### src/logic/core_perf_pkg.sv
package core_perf_pkg;

    // DCR write bus
    localparam int DCR_ADDR_WIDTH = 12;
    localparam int DCR_DATA_WIDTH = 32;

    // Counter and latency sum width
    localparam int PERF_CTR_BITS = 44;

    localparam int STARTUP_ADDR_BITS = 32;
    localparam int MPM_CLASS_BITS    = 2;

    // Recognized DCR addresses
    typedef enum logic [DCR_ADDR_WIDTH-1:0] {
        DCR_STARTUP_ADDR = 12'h001,
        DCR_MPM_CLASS    = 12'h003
    } dcr_addr_e;

    // Performance monitor classes
    typedef enum logic [MPM_CLASS_BITS-1:0] {
        MPM_NONE = 2'd0,
        MPM_CORE = 2'd1,
        MPM_MEM  = 2'd2
    } mpm_class_e;

    // Base configuration registers
    typedef struct packed {
        logic [STARTUP_ADDR_BITS-1:0] startup_addr;
        mpm_class_e                   mpm_class;
    } base_dcrs_t;

    // Width of a lane count, able to hold 0..lanes
    function automatic int lane_cnt_bits(input int lanes);
        return $clog2(lanes) + 1;
    endfunction

endpackage

### src/logic/mem_event_if.sv
`timescale 1ns/100ps

interface mem_event_if #(
    parameter int NUM_LANES = 4
);
    import core_perf_pkg::*;

    localparam int CNT_W = lane_cnt_bits(NUM_LANES);

    logic             icache_req_fire;
    logic             icache_rsp_fire;

    // Fired lanes in the current cycle
    logic [CNT_W-1:0] dcache_rd_cnt;
    logic [CNT_W-1:0] dcache_wr_cnt;
    logic [CNT_W-1:0] dcache_rsp_cnt;

    modport decoder (
        output icache_req_fire,
        output icache_rsp_fire,
        output dcache_rd_cnt,
        output dcache_wr_cnt,
        output dcache_rsp_cnt
    );

    modport counter (
        input icache_req_fire,
        input icache_rsp_fire,
        input dcache_rd_cnt,
        input dcache_wr_cnt,
        input dcache_rsp_cnt
    );

endinterface

### src/logic/core_perf_top.sv
`timescale 1ns/100ps

module core_perf_top #(
    parameter int NUM_LANES = 4
) (
    input  logic                                       clk,
    input  logic                                       reset,

    input  logic                                       dcr_write_valid,
    input  logic [core_perf_pkg::DCR_ADDR_WIDTH-1:0]   dcr_write_addr,
    input  logic [core_perf_pkg::DCR_DATA_WIDTH-1:0]   dcr_write_data,

    input  logic                                       icache_req_valid,
    input  logic                                       icache_req_ready,
    input  logic                                       icache_rsp_valid,
    input  logic                                       icache_rsp_ready,

    input  logic [NUM_LANES-1:0]                       dcache_req_valid,
    input  logic [NUM_LANES-1:0]                       dcache_req_rw,
    input  logic [NUM_LANES-1:0]                       dcache_req_ready,
    input  logic [NUM_LANES-1:0]                       dcache_rsp_valid,
    input  logic [NUM_LANES-1:0]                       dcache_rsp_ready,

    output logic [core_perf_pkg::STARTUP_ADDR_BITS-1:0] startup_addr,
    output core_perf_pkg::mpm_class_e                  mpm_class,

    output logic [core_perf_pkg::PERF_CTR_BITS-1:0]    perf_ifetches,
    output logic [core_perf_pkg::PERF_CTR_BITS-1:0]    perf_loads,
    output logic [core_perf_pkg::PERF_CTR_BITS-1:0]    perf_stores,
    output logic [core_perf_pkg::PERF_CTR_BITS-1:0]    perf_ifetch_latency,
    output logic [core_perf_pkg::PERF_CTR_BITS-1:0]    perf_load_latency
);
    import core_perf_pkg::*;

    base_dcrs_t base_dcrs;

    mem_event_if #(
        .NUM_LANES (NUM_LANES)
    ) mem_events ();

    dcr_data dcr_data (
        .clk         (clk),
        .reset       (reset),
        .write_valid (dcr_write_valid),
        .write_addr  (dcr_write_addr),
        .write_data  (dcr_write_data),
        .base_dcrs   (base_dcrs)
    );

    assign startup_addr = base_dcrs.startup_addr;
    assign mpm_class    = base_dcrs.mpm_class;

    // Watches the strobes only, the buses are not driven here
    mem_traffic_decode #(
        .NUM_LANES (NUM_LANES)
    ) traffic_decode (
        .icache_req_valid (icache_req_valid),
        .icache_req_ready (icache_req_ready),
        .icache_rsp_valid (icache_rsp_valid),
        .icache_rsp_ready (icache_rsp_ready),
        .dcache_req_valid (dcache_req_valid),
        .dcache_req_rw    (dcache_req_rw),
        .dcache_req_ready (dcache_req_ready),
        .dcache_rsp_valid (dcache_rsp_valid),
        .dcache_rsp_ready (dcache_rsp_ready),
        .events           (mem_events.decoder)
    );

    perf_counters #(
        .NUM_LANES (NUM_LANES)
    ) counters (
        .clk            (clk),
        .reset          (reset),
        .base_dcrs      (base_dcrs),
        .events         (mem_events.counter),
        .ifetches       (perf_ifetches),
        .loads          (perf_loads),
        .stores         (perf_stores),
        .ifetch_latency (perf_ifetch_latency),
        .load_latency   (perf_load_latency)
    );

endmodule

### src/logic/dcr_data.sv
`timescale 1ns/100ps

module dcr_data (
    input  logic                                      clk,
    input  logic                                      reset,
    input  logic                                      write_valid,
    input  logic [core_perf_pkg::DCR_ADDR_WIDTH-1:0]  write_addr,
    input  logic [core_perf_pkg::DCR_DATA_WIDTH-1:0]  write_data,
    output core_perf_pkg::base_dcrs_t                 base_dcrs
);
    import core_perf_pkg::*;

    always_ff @(posedge clk) begin
        if (reset) begin
            base_dcrs.startup_addr <= '0;
            base_dcrs.mpm_class    <= MPM_NONE;
        end else if (write_valid) begin
            case (write_addr)
                DCR_STARTUP_ADDR: begin
                    base_dcrs.startup_addr <= write_data[STARTUP_ADDR_BITS-1:0];
                end
                DCR_MPM_CLASS: begin
                    // only the low bits hold the class
                    base_dcrs.mpm_class <= mpm_class_e'(write_data[MPM_CLASS_BITS-1:0]);
                end
                default: begin
                    // Unknown address, no update
                end
            endcase
        end
    end

endmodule

### src/logic/mem_traffic_decode.sv
`timescale 1ns/100ps

module mem_traffic_decode #(
    parameter int NUM_LANES = 4
) (
    input  logic                 icache_req_valid,
    input  logic                 icache_req_ready,
    input  logic                 icache_rsp_valid,
    input  logic                 icache_rsp_ready,
    input  logic [NUM_LANES-1:0] dcache_req_valid,
    input  logic [NUM_LANES-1:0] dcache_req_rw,
    input  logic [NUM_LANES-1:0] dcache_req_ready,
    input  logic [NUM_LANES-1:0] dcache_rsp_valid,
    input  logic [NUM_LANES-1:0] dcache_rsp_ready,
    mem_event_if.decoder         events
);
    import core_perf_pkg::*;

    localparam int CNT_W = lane_cnt_bits(NUM_LANES);

    logic [NUM_LANES-1:0] dcache_req_fire;
    logic [NUM_LANES-1:0] dcache_rd_fire;
    logic [NUM_LANES-1:0] dcache_wr_fire;
    logic [NUM_LANES-1:0] dcache_rsp_fire;

    function automatic logic [CNT_W-1:0] pop_count(input logic [NUM_LANES-1:0] lanes);
        logic [CNT_W-1:0] cnt;
        cnt = '0;
        for (int i = 0; i < NUM_LANES; i++) begin
            cnt = cnt + CNT_W'(lanes[i]);
        end
        return cnt;
    endfunction

    assign events.icache_req_fire = icache_req_valid & icache_req_ready;
    assign events.icache_rsp_fire = icache_rsp_valid & icache_rsp_ready;

    // Per-lane handshakes, split by direction
    assign dcache_req_fire = dcache_req_valid & dcache_req_ready;
    assign dcache_rd_fire  = dcache_req_fire & ~dcache_req_rw;
    assign dcache_wr_fire  = dcache_req_fire & dcache_req_rw;
    assign dcache_rsp_fire = dcache_rsp_valid & dcache_rsp_ready;

    assign events.dcache_rd_cnt  = pop_count(dcache_rd_fire);
    assign events.dcache_wr_cnt  = pop_count(dcache_wr_fire);
    assign events.dcache_rsp_cnt = pop_count(dcache_rsp_fire);

endmodule

### src/logic/pending_latency.sv
`timescale 1ns/100ps

module pending_latency #(
    parameter int CNT_WIDTH = 1
) (
    input  logic                                     clk,
    input  logic                                     reset,
    input  logic                                     enable,
    input  logic [CNT_WIDTH-1:0]                     issued,
    input  logic [CNT_WIDTH-1:0]                     retired,
    output logic [core_perf_pkg::PERF_CTR_BITS-1:0]  latency
);
    import core_perf_pkg::*;

    // One extra bit so the difference keeps its sign
    logic signed [CNT_WIDTH:0]         delta;
    logic signed [PERF_CTR_BITS-1:0]   delta_ext;
    logic signed [PERF_CTR_BITS-1:0]   pending;

    assign delta     = $signed({1'b0, issued}) - $signed({1'b0, retired});
    assign delta_ext = {{(PERF_CTR_BITS-CNT_WIDTH-1){delta[CNT_WIDTH]}}, delta};

    // Outstanding reads track the bus even with counting off
    always_ff @(posedge clk) begin
        if (reset) begin
            pending <= '0;
        end else begin
            pending <= pending + delta_ext;
        end
    end

    always_ff @(posedge clk) begin
        if (reset) begin
            latency <= '0;
        end else if (enable) begin
            latency <= latency + pending;
        end
    end

endmodule

### src/logic/perf_counters.sv
`timescale 1ns/100ps

module perf_counters #(
    parameter int NUM_LANES = 4
) (
    input  logic                                     clk,
    input  logic                                     reset,
    input  core_perf_pkg::base_dcrs_t                base_dcrs,
    mem_event_if.counter                             events,
    output logic [core_perf_pkg::PERF_CTR_BITS-1:0]  ifetches,
    output logic [core_perf_pkg::PERF_CTR_BITS-1:0]  loads,
    output logic [core_perf_pkg::PERF_CTR_BITS-1:0]  stores,
    output logic [core_perf_pkg::PERF_CTR_BITS-1:0]  ifetch_latency,
    output logic [core_perf_pkg::PERF_CTR_BITS-1:0]  load_latency
);
    import core_perf_pkg::*;

    localparam int CNT_W = lane_cnt_bits(NUM_LANES);

    logic count_en;

    // Any class other than none turns the monitor on
    assign count_en = (base_dcrs.mpm_class != MPM_NONE);

    always_ff @(posedge clk) begin
        if (reset) begin
            ifetches <= '0;
            loads    <= '0;
            stores   <= '0;
        end else if (count_en) begin
            ifetches <= ifetches + PERF_CTR_BITS'(events.icache_req_fire);
            loads    <= loads + PERF_CTR_BITS'(events.dcache_rd_cnt);
            stores   <= stores + PERF_CTR_BITS'(events.dcache_wr_cnt);
        end
    end

    // Instruction fetch latency
    pending_latency #(
        .CNT_WIDTH (1)
    ) icache_latency (
        .clk     (clk),
        .reset   (reset),
        .enable  (count_en),
        .issued  (events.icache_req_fire),
        .retired (events.icache_rsp_fire),
        .latency (ifetch_latency)
    );

    // Load latency, reads only
    pending_latency #(
        .CNT_WIDTH (CNT_W)
    ) dcache_latency (
        .clk     (clk),
        .reset   (reset),
        .enable  (count_en),
        .issued  (events.dcache_rd_cnt),
        .retired (events.dcache_rsp_cnt),
        .latency (load_latency)
    );

endmodule

### config.mk
export PLATFORM = sky130hd
export DESIGN_NAME = core_perf_top
export DESIGN_NICKNAME = d
export VERILOG_FILES = /design/src/logic/core_perf_pkg.sv /design/src/logic/mem_event_if.sv /design/src/logic/core_perf_top.sv /design/src/logic/dcr_data.sv /design/src/logic/mem_traffic_decode.sv /design/src/logic/pending_latency.sv /design/src/logic/perf_counters.sv
export SDC_FILE = /design/constraint.sdc
export NUM_CORES = 1
export LEC_CHECK = 0
export BUFFER_PORTS_ARGS = -buffer_cell sky130_fd_sc_hd__buf_4
export CORE_MARGIN = 2
export CORE_UTILIZATION = 30
export DETAILED_ROUTE_END_ITERATION = 6
export PLACE_DENSITY = 0.43
export SKIP_LAST_GASP = 1
export SLEW_MARGIN = 20
export SYNTH_ARGS = -nofsm -noshare
export SYNTH_HDL_FRONTEND = slang
export SYNTH_SLANG_ARGS = --single-unit
### constraint.sdc
create_clock -name clk -period 8.1 [get_ports clk]
set_input_delay 1.62 -clock clk [delete_from_list [all_inputs] [get_ports clk]]
set_output_delay 1.62 -clock clk [all_outputs]
set_load 0.1 [all_outputs]
==> flow_summary.yaml, run 1 <==
power:
  p_leak_nw: 11.7
  p_int_w: 0.00385
  combinationalPowerShare: 0.312
  p_clk_frac: 0.358
  seq_power_share: 0.330
  peakVddDrop_v: 0.000121
  switching_share: 0.340
  p_switching_w: 0.00198
  p_per_area_mw_per_mm2: 220
timing:
  fmax_ghz: 0.148
  drv_slew: 0
  slew-limit-headroom: 0.272
  finalHoldViolations: 0
  fin_crit_ns: 6.74
  finalSetupTns_ns: 0
  setup_viol: 0
  fin_skew_ns: 0.0154
  hold_ws_ns: 0.454
  min_period_over_period: 0.832
  grt_setup_unrepaired: "no"
  tightestPinTransition_ns: 1.09
floorplan:
  initial_core_util: 0.303
  die_h_um: 273
  fp-row-count: 98
  die_x_um: 273
  die-area_mm2: 0.0743
  core-area_mm2: 0.0715
  io_pins: 325
logic_synthesis:
  synth_cells: 2709
  ys_seq_area_frac: 0.316
  synthFlopType: "dfxtp_1"
  synth.avg_cell_area_um2: 7.99
  syn_nets: 2980
  synth-seq-cells: 342
  synth-edff-count: 0
  syn_area_mm2: 0.0216
  yosys_warnings: 0
  ys_types: 96
  async_reset_ff_frac: 0
status:
  status: "finished clean"
clocking:
  clk_pin_slew_ns: 0.06
  cts.htree.levels: 2
  numClockSinks: 342
  cts-root-buf: "clkbuf_16"
  cts-resized-gates: 0
  cts_buffer_depth: 3
  numCtsBuffers: 46
  cts_setup_buffers: 0
  cts_tree: "yes"
  cts_hold_buf: 0
  clk-insertion-delay-late_ns: 0.58
worst_setup_path:
  crit_required_ns: 8.53
  cp-start-kind: "input pin"
  cp_max_fo: 24
  end_kind: "register"
  criticalPathCategory: "in -> reg"
  cp.arrival_ns: 7.17
layout:
  diodes: 0
  fin_nets: 3255
  drive_gt1_frac: 0.153
  syn_to_final_growth_pct: 22.5
grt:
  grt_pass1_wl_um: 104000
  grt_max_degree: 199
  grt_pass1_vias: 19100
  grt-ovfl-total: 0
  antenna_found_initial: 0
  groute.usage.overall: 0.172
drt:
  first_iter_violations: 1083
  finalWirelength_um: 66500
  drtPass1Iterations: 5
  drt-wirelength-per-cell_um: 16.7
  drc: 0
  viasPerCell: 4.99
  vias: 19800
  ant_nets: 0
placed_design:
  numPortBuffers: 324
  dp_hpwl_um: 50000
  gp_congestion: 0.840
job:
  drv_cap: 0
hold_path:
  hold_path_class: "reg -> reg"
final timing paths:
| path | from | endpoint | slack [ns] | cells after the start |
|---|---|---|---|---|
| worst max-delay path | dcache_rsp_valid[0] | counters.dcache_latency.pending[36] | 1.36 | 24 |
| worst min-delay path | dcr_data.base_dcrs[25] | dcr_data.base_dcrs[25] | 0.45 | 2 |
| worst max register to register | counters.icache_latency.latency[1] | counters.icache_latency.latency[40] | 4.36 | 12 |
| worst min register to register | dcr_data.base_dcrs[25] | dcr_data.base_dcrs[25] | 0.45 | 2 |
state kept, by name, indices dropped and copies added, names as in the netlist:
name and flops:
counters.dcache_latency.pending 44, counters.icache_latency.pending 44, counters.loads 44, counters.dcache_latency.latency 44
counters.icache_latency.latency 44, counters.stores 44, counters.ifetches 44, dcr_data.base_dcrs 34
cell type report:
class / count / area (um^2)
Clock buffer: 70 / 1350
Multi-Input combinational cell: 2187 / 14100
Fill cell: 7401 / 45000
Tap cell: 950 / 1190
Sequential cell: 342 / 6850
Inverter: 75 / 282
Clock inverter: 15 / 200
Timing Repair Buffer: 332 / 2510
worst max-delay path, stage by stage:
cell,delay (ns)
buf_4,0.10
and2_1,0.15
ha_1,0.27
inv_1,0.05
fa_1,0.37
inv_1,0.06
ha_1,0.25
inv_1,0.07
ha_1,0.21
nor2b_1,0.12
o21ai_0,0.15
nand2b_1,0.23
inv_1,0.73
ha_1,0.43
a2111oi_0,0.41
nand3_1,0.17
a31oi_1,0.25
a21oi_1,0.13
o31ai_1,0.45
a21oi_1,0.25
a21bo_2,0.26
a21oi_1,0.18
xor2_1,0.18
nor2_1,0.06
Yosys cell counts, types with 9 or more instances:
cell type / number / share of area
xnor2_1: 117 / 0.047
o21ai_1: 15 / 0.0035
o21a_1: 12 / 0.0042
inv_1: 75 / 0.013
dfxtp_1: 342 / 0.32
a21o_1: 112 / 0.039
nand2_1: 328 / 0.057
nor3_1: 30 / 0.0069
nand4_1: 43 / 0.012
a31oi_1: 17 / 0.0049
xor2_1: 125 / 0.051
o211ai_1: 13 / 0.0045
nor2b_1: 35 / 0.010
a211oi_1: 41 / 0.014
clkbuf_1: 94 / 0.016
nand2b_1: 26 / 0.0075
and2_1: 17 / 0.0049
or3_1: 39 / 0.011
and4_1: 9 / 0.0036
o21bai_1: 28 / 0.0097
and3_1: 44 / 0.013
o21ai_0: 107 / 0.025
nor2_1: 309 / 0.054
nand3_1: 80 / 0.018
a21oi_1: 297 / 0.069
ha_1: 190 / 0.11
fa_1: 10 / 0.0092
power groups by stage:
stage | Sequential [W] | Clock [W] | Combinational, W
6_report | 0.00193 | 0.00209 | 0.00182
5_1_grt | 0.00194 | 0.00225 | 0.00205
4_1_cts | 0.00193 | 0.00218 | 0.00182
3_5_place_dp | 0.00197 | 0 | 0.00181
3_3_place_gp | 0.00197 | 0 | 0.00180
2_1_floorplan | 0.00190 | 0 | 0.00146
cells by family (layout without fill, tap and decap cells):
kind of cell               after synthesis  in the layout  synth area share
and+or+nand+nor                       1008           1008             0.217
AOI/OAI and AO/OA                      731            731             0.216
DFF                                    342            342             0.316
xor gates and xnor gates               242            242            0.0979
adders and majority gates              200            200             0.119
buffers and inverters                  180            492            0.0316
muxes                                    6              6           0.00289
metal layers:
layer  global-route usage  vias up  wire length, um
met3               0.0277      100             2340
met5                    0        -                0
met2                0.294      309            31900
met1                0.221     9290            30500
li1                     -    10100                -
met4               0.0526        0             1780
cells in the final DEF (no fill, tap or decap), types with 35 or more instances in the layout:
master,n
buf_4,330
clkbuf_16,46
nand4_1,43
or3_1,39
inv_1,75
xor2_1,125
nor2_1,307
dfxtp_1,342
xnor2_1,117
and3_1,44
nand2_1,328
a21o_1,112
a211oi_1,41
a21oi_1,297
nor2b_1,35
nand3_1,80
ha_1,189
o21ai_0,107
stage by stage:
stage	power, W	instance area, um^2	std cells	setup slack [ns]	util
global route	0.00623	26500	3971	0.907	0.371
finish	0.00584	26500	3971	1.36	0.371
global placement	0.00377	25000	3886	0.882	0.349
floorplan	0.00336	21600	2709	1.60	-
detailed placement	0.00378	25000	3886	0.812	0.349
CTS	0.00593	26500	3971	1.43	0.371
No activity file was read; power rests on OpenSTA's default activity.
==> run 2, diff against run 1 <==
==> constraint.sdc (replaced) <==
create_clock -name clk -period 6.35 [get_ports clk]
set_input_delay 1.27 -clock clk [delete_from_list [all_inputs] [get_ports clk]]
set_output_delay 1.27 -clock clk [all_outputs]
set_load 0.1 [all_outputs]
==> flow_summary.yaml, run 2 (synthesis gave the netlist of run 1 again) <==
grt:
  grt_pass1_wl_um: 105000
  grt-ovfl-total: 0
  grt_pass1_vias: 19100
  grt_max_degree: 168
  groute.usage.overall: 0.173
  antenna_found_initial: 0
floorplan:
  core-area_mm2: 0.0715
  initial_core_util: 0.303
  die-area_mm2: 0.0743
  die_x_um: 273
  io_pins: 325
  fp-row-count: 98
  die_h_um: 273
drt:
  ant_nets: 0
  vias: 19900
  drc: 0
  first_iter_violations: 1009
  drt-wirelength-per-cell_um: 16.7
  viasPerCell: 4.99
  finalWirelength_um: 66500
  drtPass1Iterations: 5
clocking:
  cts_setup_buffers: 0
  cts_buffer_depth: 3
  clk_pin_slew_ns: 0.06
  cts_hold_buf: 0
  numClockSinks: 342
  cts_tree: "yes"
  cts-root-buf: "clkbuf_16"
  numCtsBuffers: 46
  cts.htree.levels: 2
  cts-resized-gates: 0
  clk-insertion-delay-late_ns: 0.60
timing:
  fin_crit_ns: 5.69
  min_period_over_period: 0.897
  drv_slew: 0
  finalSetupTns_ns: 0
  fin_ws_ns: 0.656
  finalHoldViolations: 0
  fmax_ghz: 0.176
  setup_viol: 0
  tightestPinTransition_ns: 0.955
  grt_setup_unrepaired: "no"
  slew-limit-headroom: 0.361
  fin_skew_ns: 0.0253
worst_setup_path:
  cp_max_fo: 25
  end_kind: "register"
  criticalPathCategory: "in -> reg"
  cp.arrival_ns: 6.17
  setup.worst_path.start: "dcache_rsp_valid[0]"
  crit_required_ns: 6.82
  cp-start-kind: "input pin"
  r2r_start: "counters.icache_latency.latency[0]"
layout:
  layout_commonest_cell: "buf_4"
  final_cell_mix: "buf_4 (349), dfxtp_1 (342), nand2_1 (328)"
  syn_to_final_growth_pct: 23.3
  fin_nets: 3275
  drive_gt1_frac: 0.160
  diodes: 0
job:
  drv_cap: 0
placed_design:
  gp_congestion: 0.872
  dp_hpwl_um: 50000
  dp_slack_ns: 0.0618
  numPortBuffers: 324
hold_path:
  hold_path_class: "reg -> reg"
  min_from: "dcr_data.base_dcrs[26]"
status:
  status: "finished clean"
power:
  peakVddDrop_v: 0.000186
  p_leak_nw: 11.8
  p_per_area_mw_per_mm2: 283
-- run 2: worst max-delay path, cell delays in order --
cell	delay (ns)
buf_4	0.10
and2_1	0.15
ha_1	0.27
inv_1	0.05
fa_1	0.48
inv_1	0.09
ha_1	0.25
inv_1	0.07
ha_1	0.21
nor2b_1	0.12
o21ai_0	0.14
nand2b_1	0.11
inv_1	0.11
buf_12	0.18
buf_4	0.15
ha_1	0.26
a21oi_1	0.22
o21ai_1	0.12
and2_1	0.20
o21ai_1	0.12
nand2b_1	0.06
a21o_1	0.19
or3b_1	0.39
o21ai_0	0.26
o21ba_2	0.22
nor4_1	0.06
a311o_1	0.29
-- run 2: cell type report --
type	instances	area (um^2)
Fill cell	7498	44800
Multi-Input combinational cell	2187	14100
Sequential cell	342	6850
Timing Repair Buffer	352	2680
Clock buffer	69	1380
Tap cell	950	1190
Inverter	75	282
Clock inverter	14	191
-- run 2: where the power goes --
part / switching (W) / leakage [nW] / internal [W]
clock: 0.00107 / 0.774 / 0.00162
combinational: 0.00136 / 8.22 / 0.00105
sequential: 0.000153 / 2.77 / 0.00231
total: 0.00258 / 11.8 / 0.00498
-- run 2: path summary, 6_finish.rpt --
path                                          to  slack, ns  cells past startpoint
max          counters.dcache_latency.pending[37]       0.66                     27
min                       dcr_data.base_dcrs[26]       0.45                      2
max reg2reg  counters.icache_latency.latency[42]       2.65                     14
min reg2reg               dcr_data.base_dcrs[26]       0.45                      2
-- run 2: stage by stage --
| stage | cell area [um^2] | hold slack [ns] | instances | utilization | power [W] |
|---|---|---|---|---|---|
| floorplan | 21600 | 0.563 | 2709 | - | 0.00428 |
| global placement | 25100 | 0.443 | 3906 | 0.351 | 0.00490 |
| detailed placement | 25100 | 0.447 | 3906 | 0.351 | 0.00491 |
| CTS | 26700 | 0.455 | 3989 | 0.373 | 0.00768 |
| global route | 26700 | 0.468 | 3989 | 0.373 | 0.00808 |
| finish | 26700 | 0.453 | 3989 | 0.373 | 0.00756 |
-- run 2: per-layer routing --
metal  part of all wire  global-route usage  up-vias
met5                  0                   0        -
met2               0.48               0.296      282
li1                   -                   -    10200
met3              0.035              0.0276      104
met1               0.45               0.222     9311
met4              0.029              0.0535        0
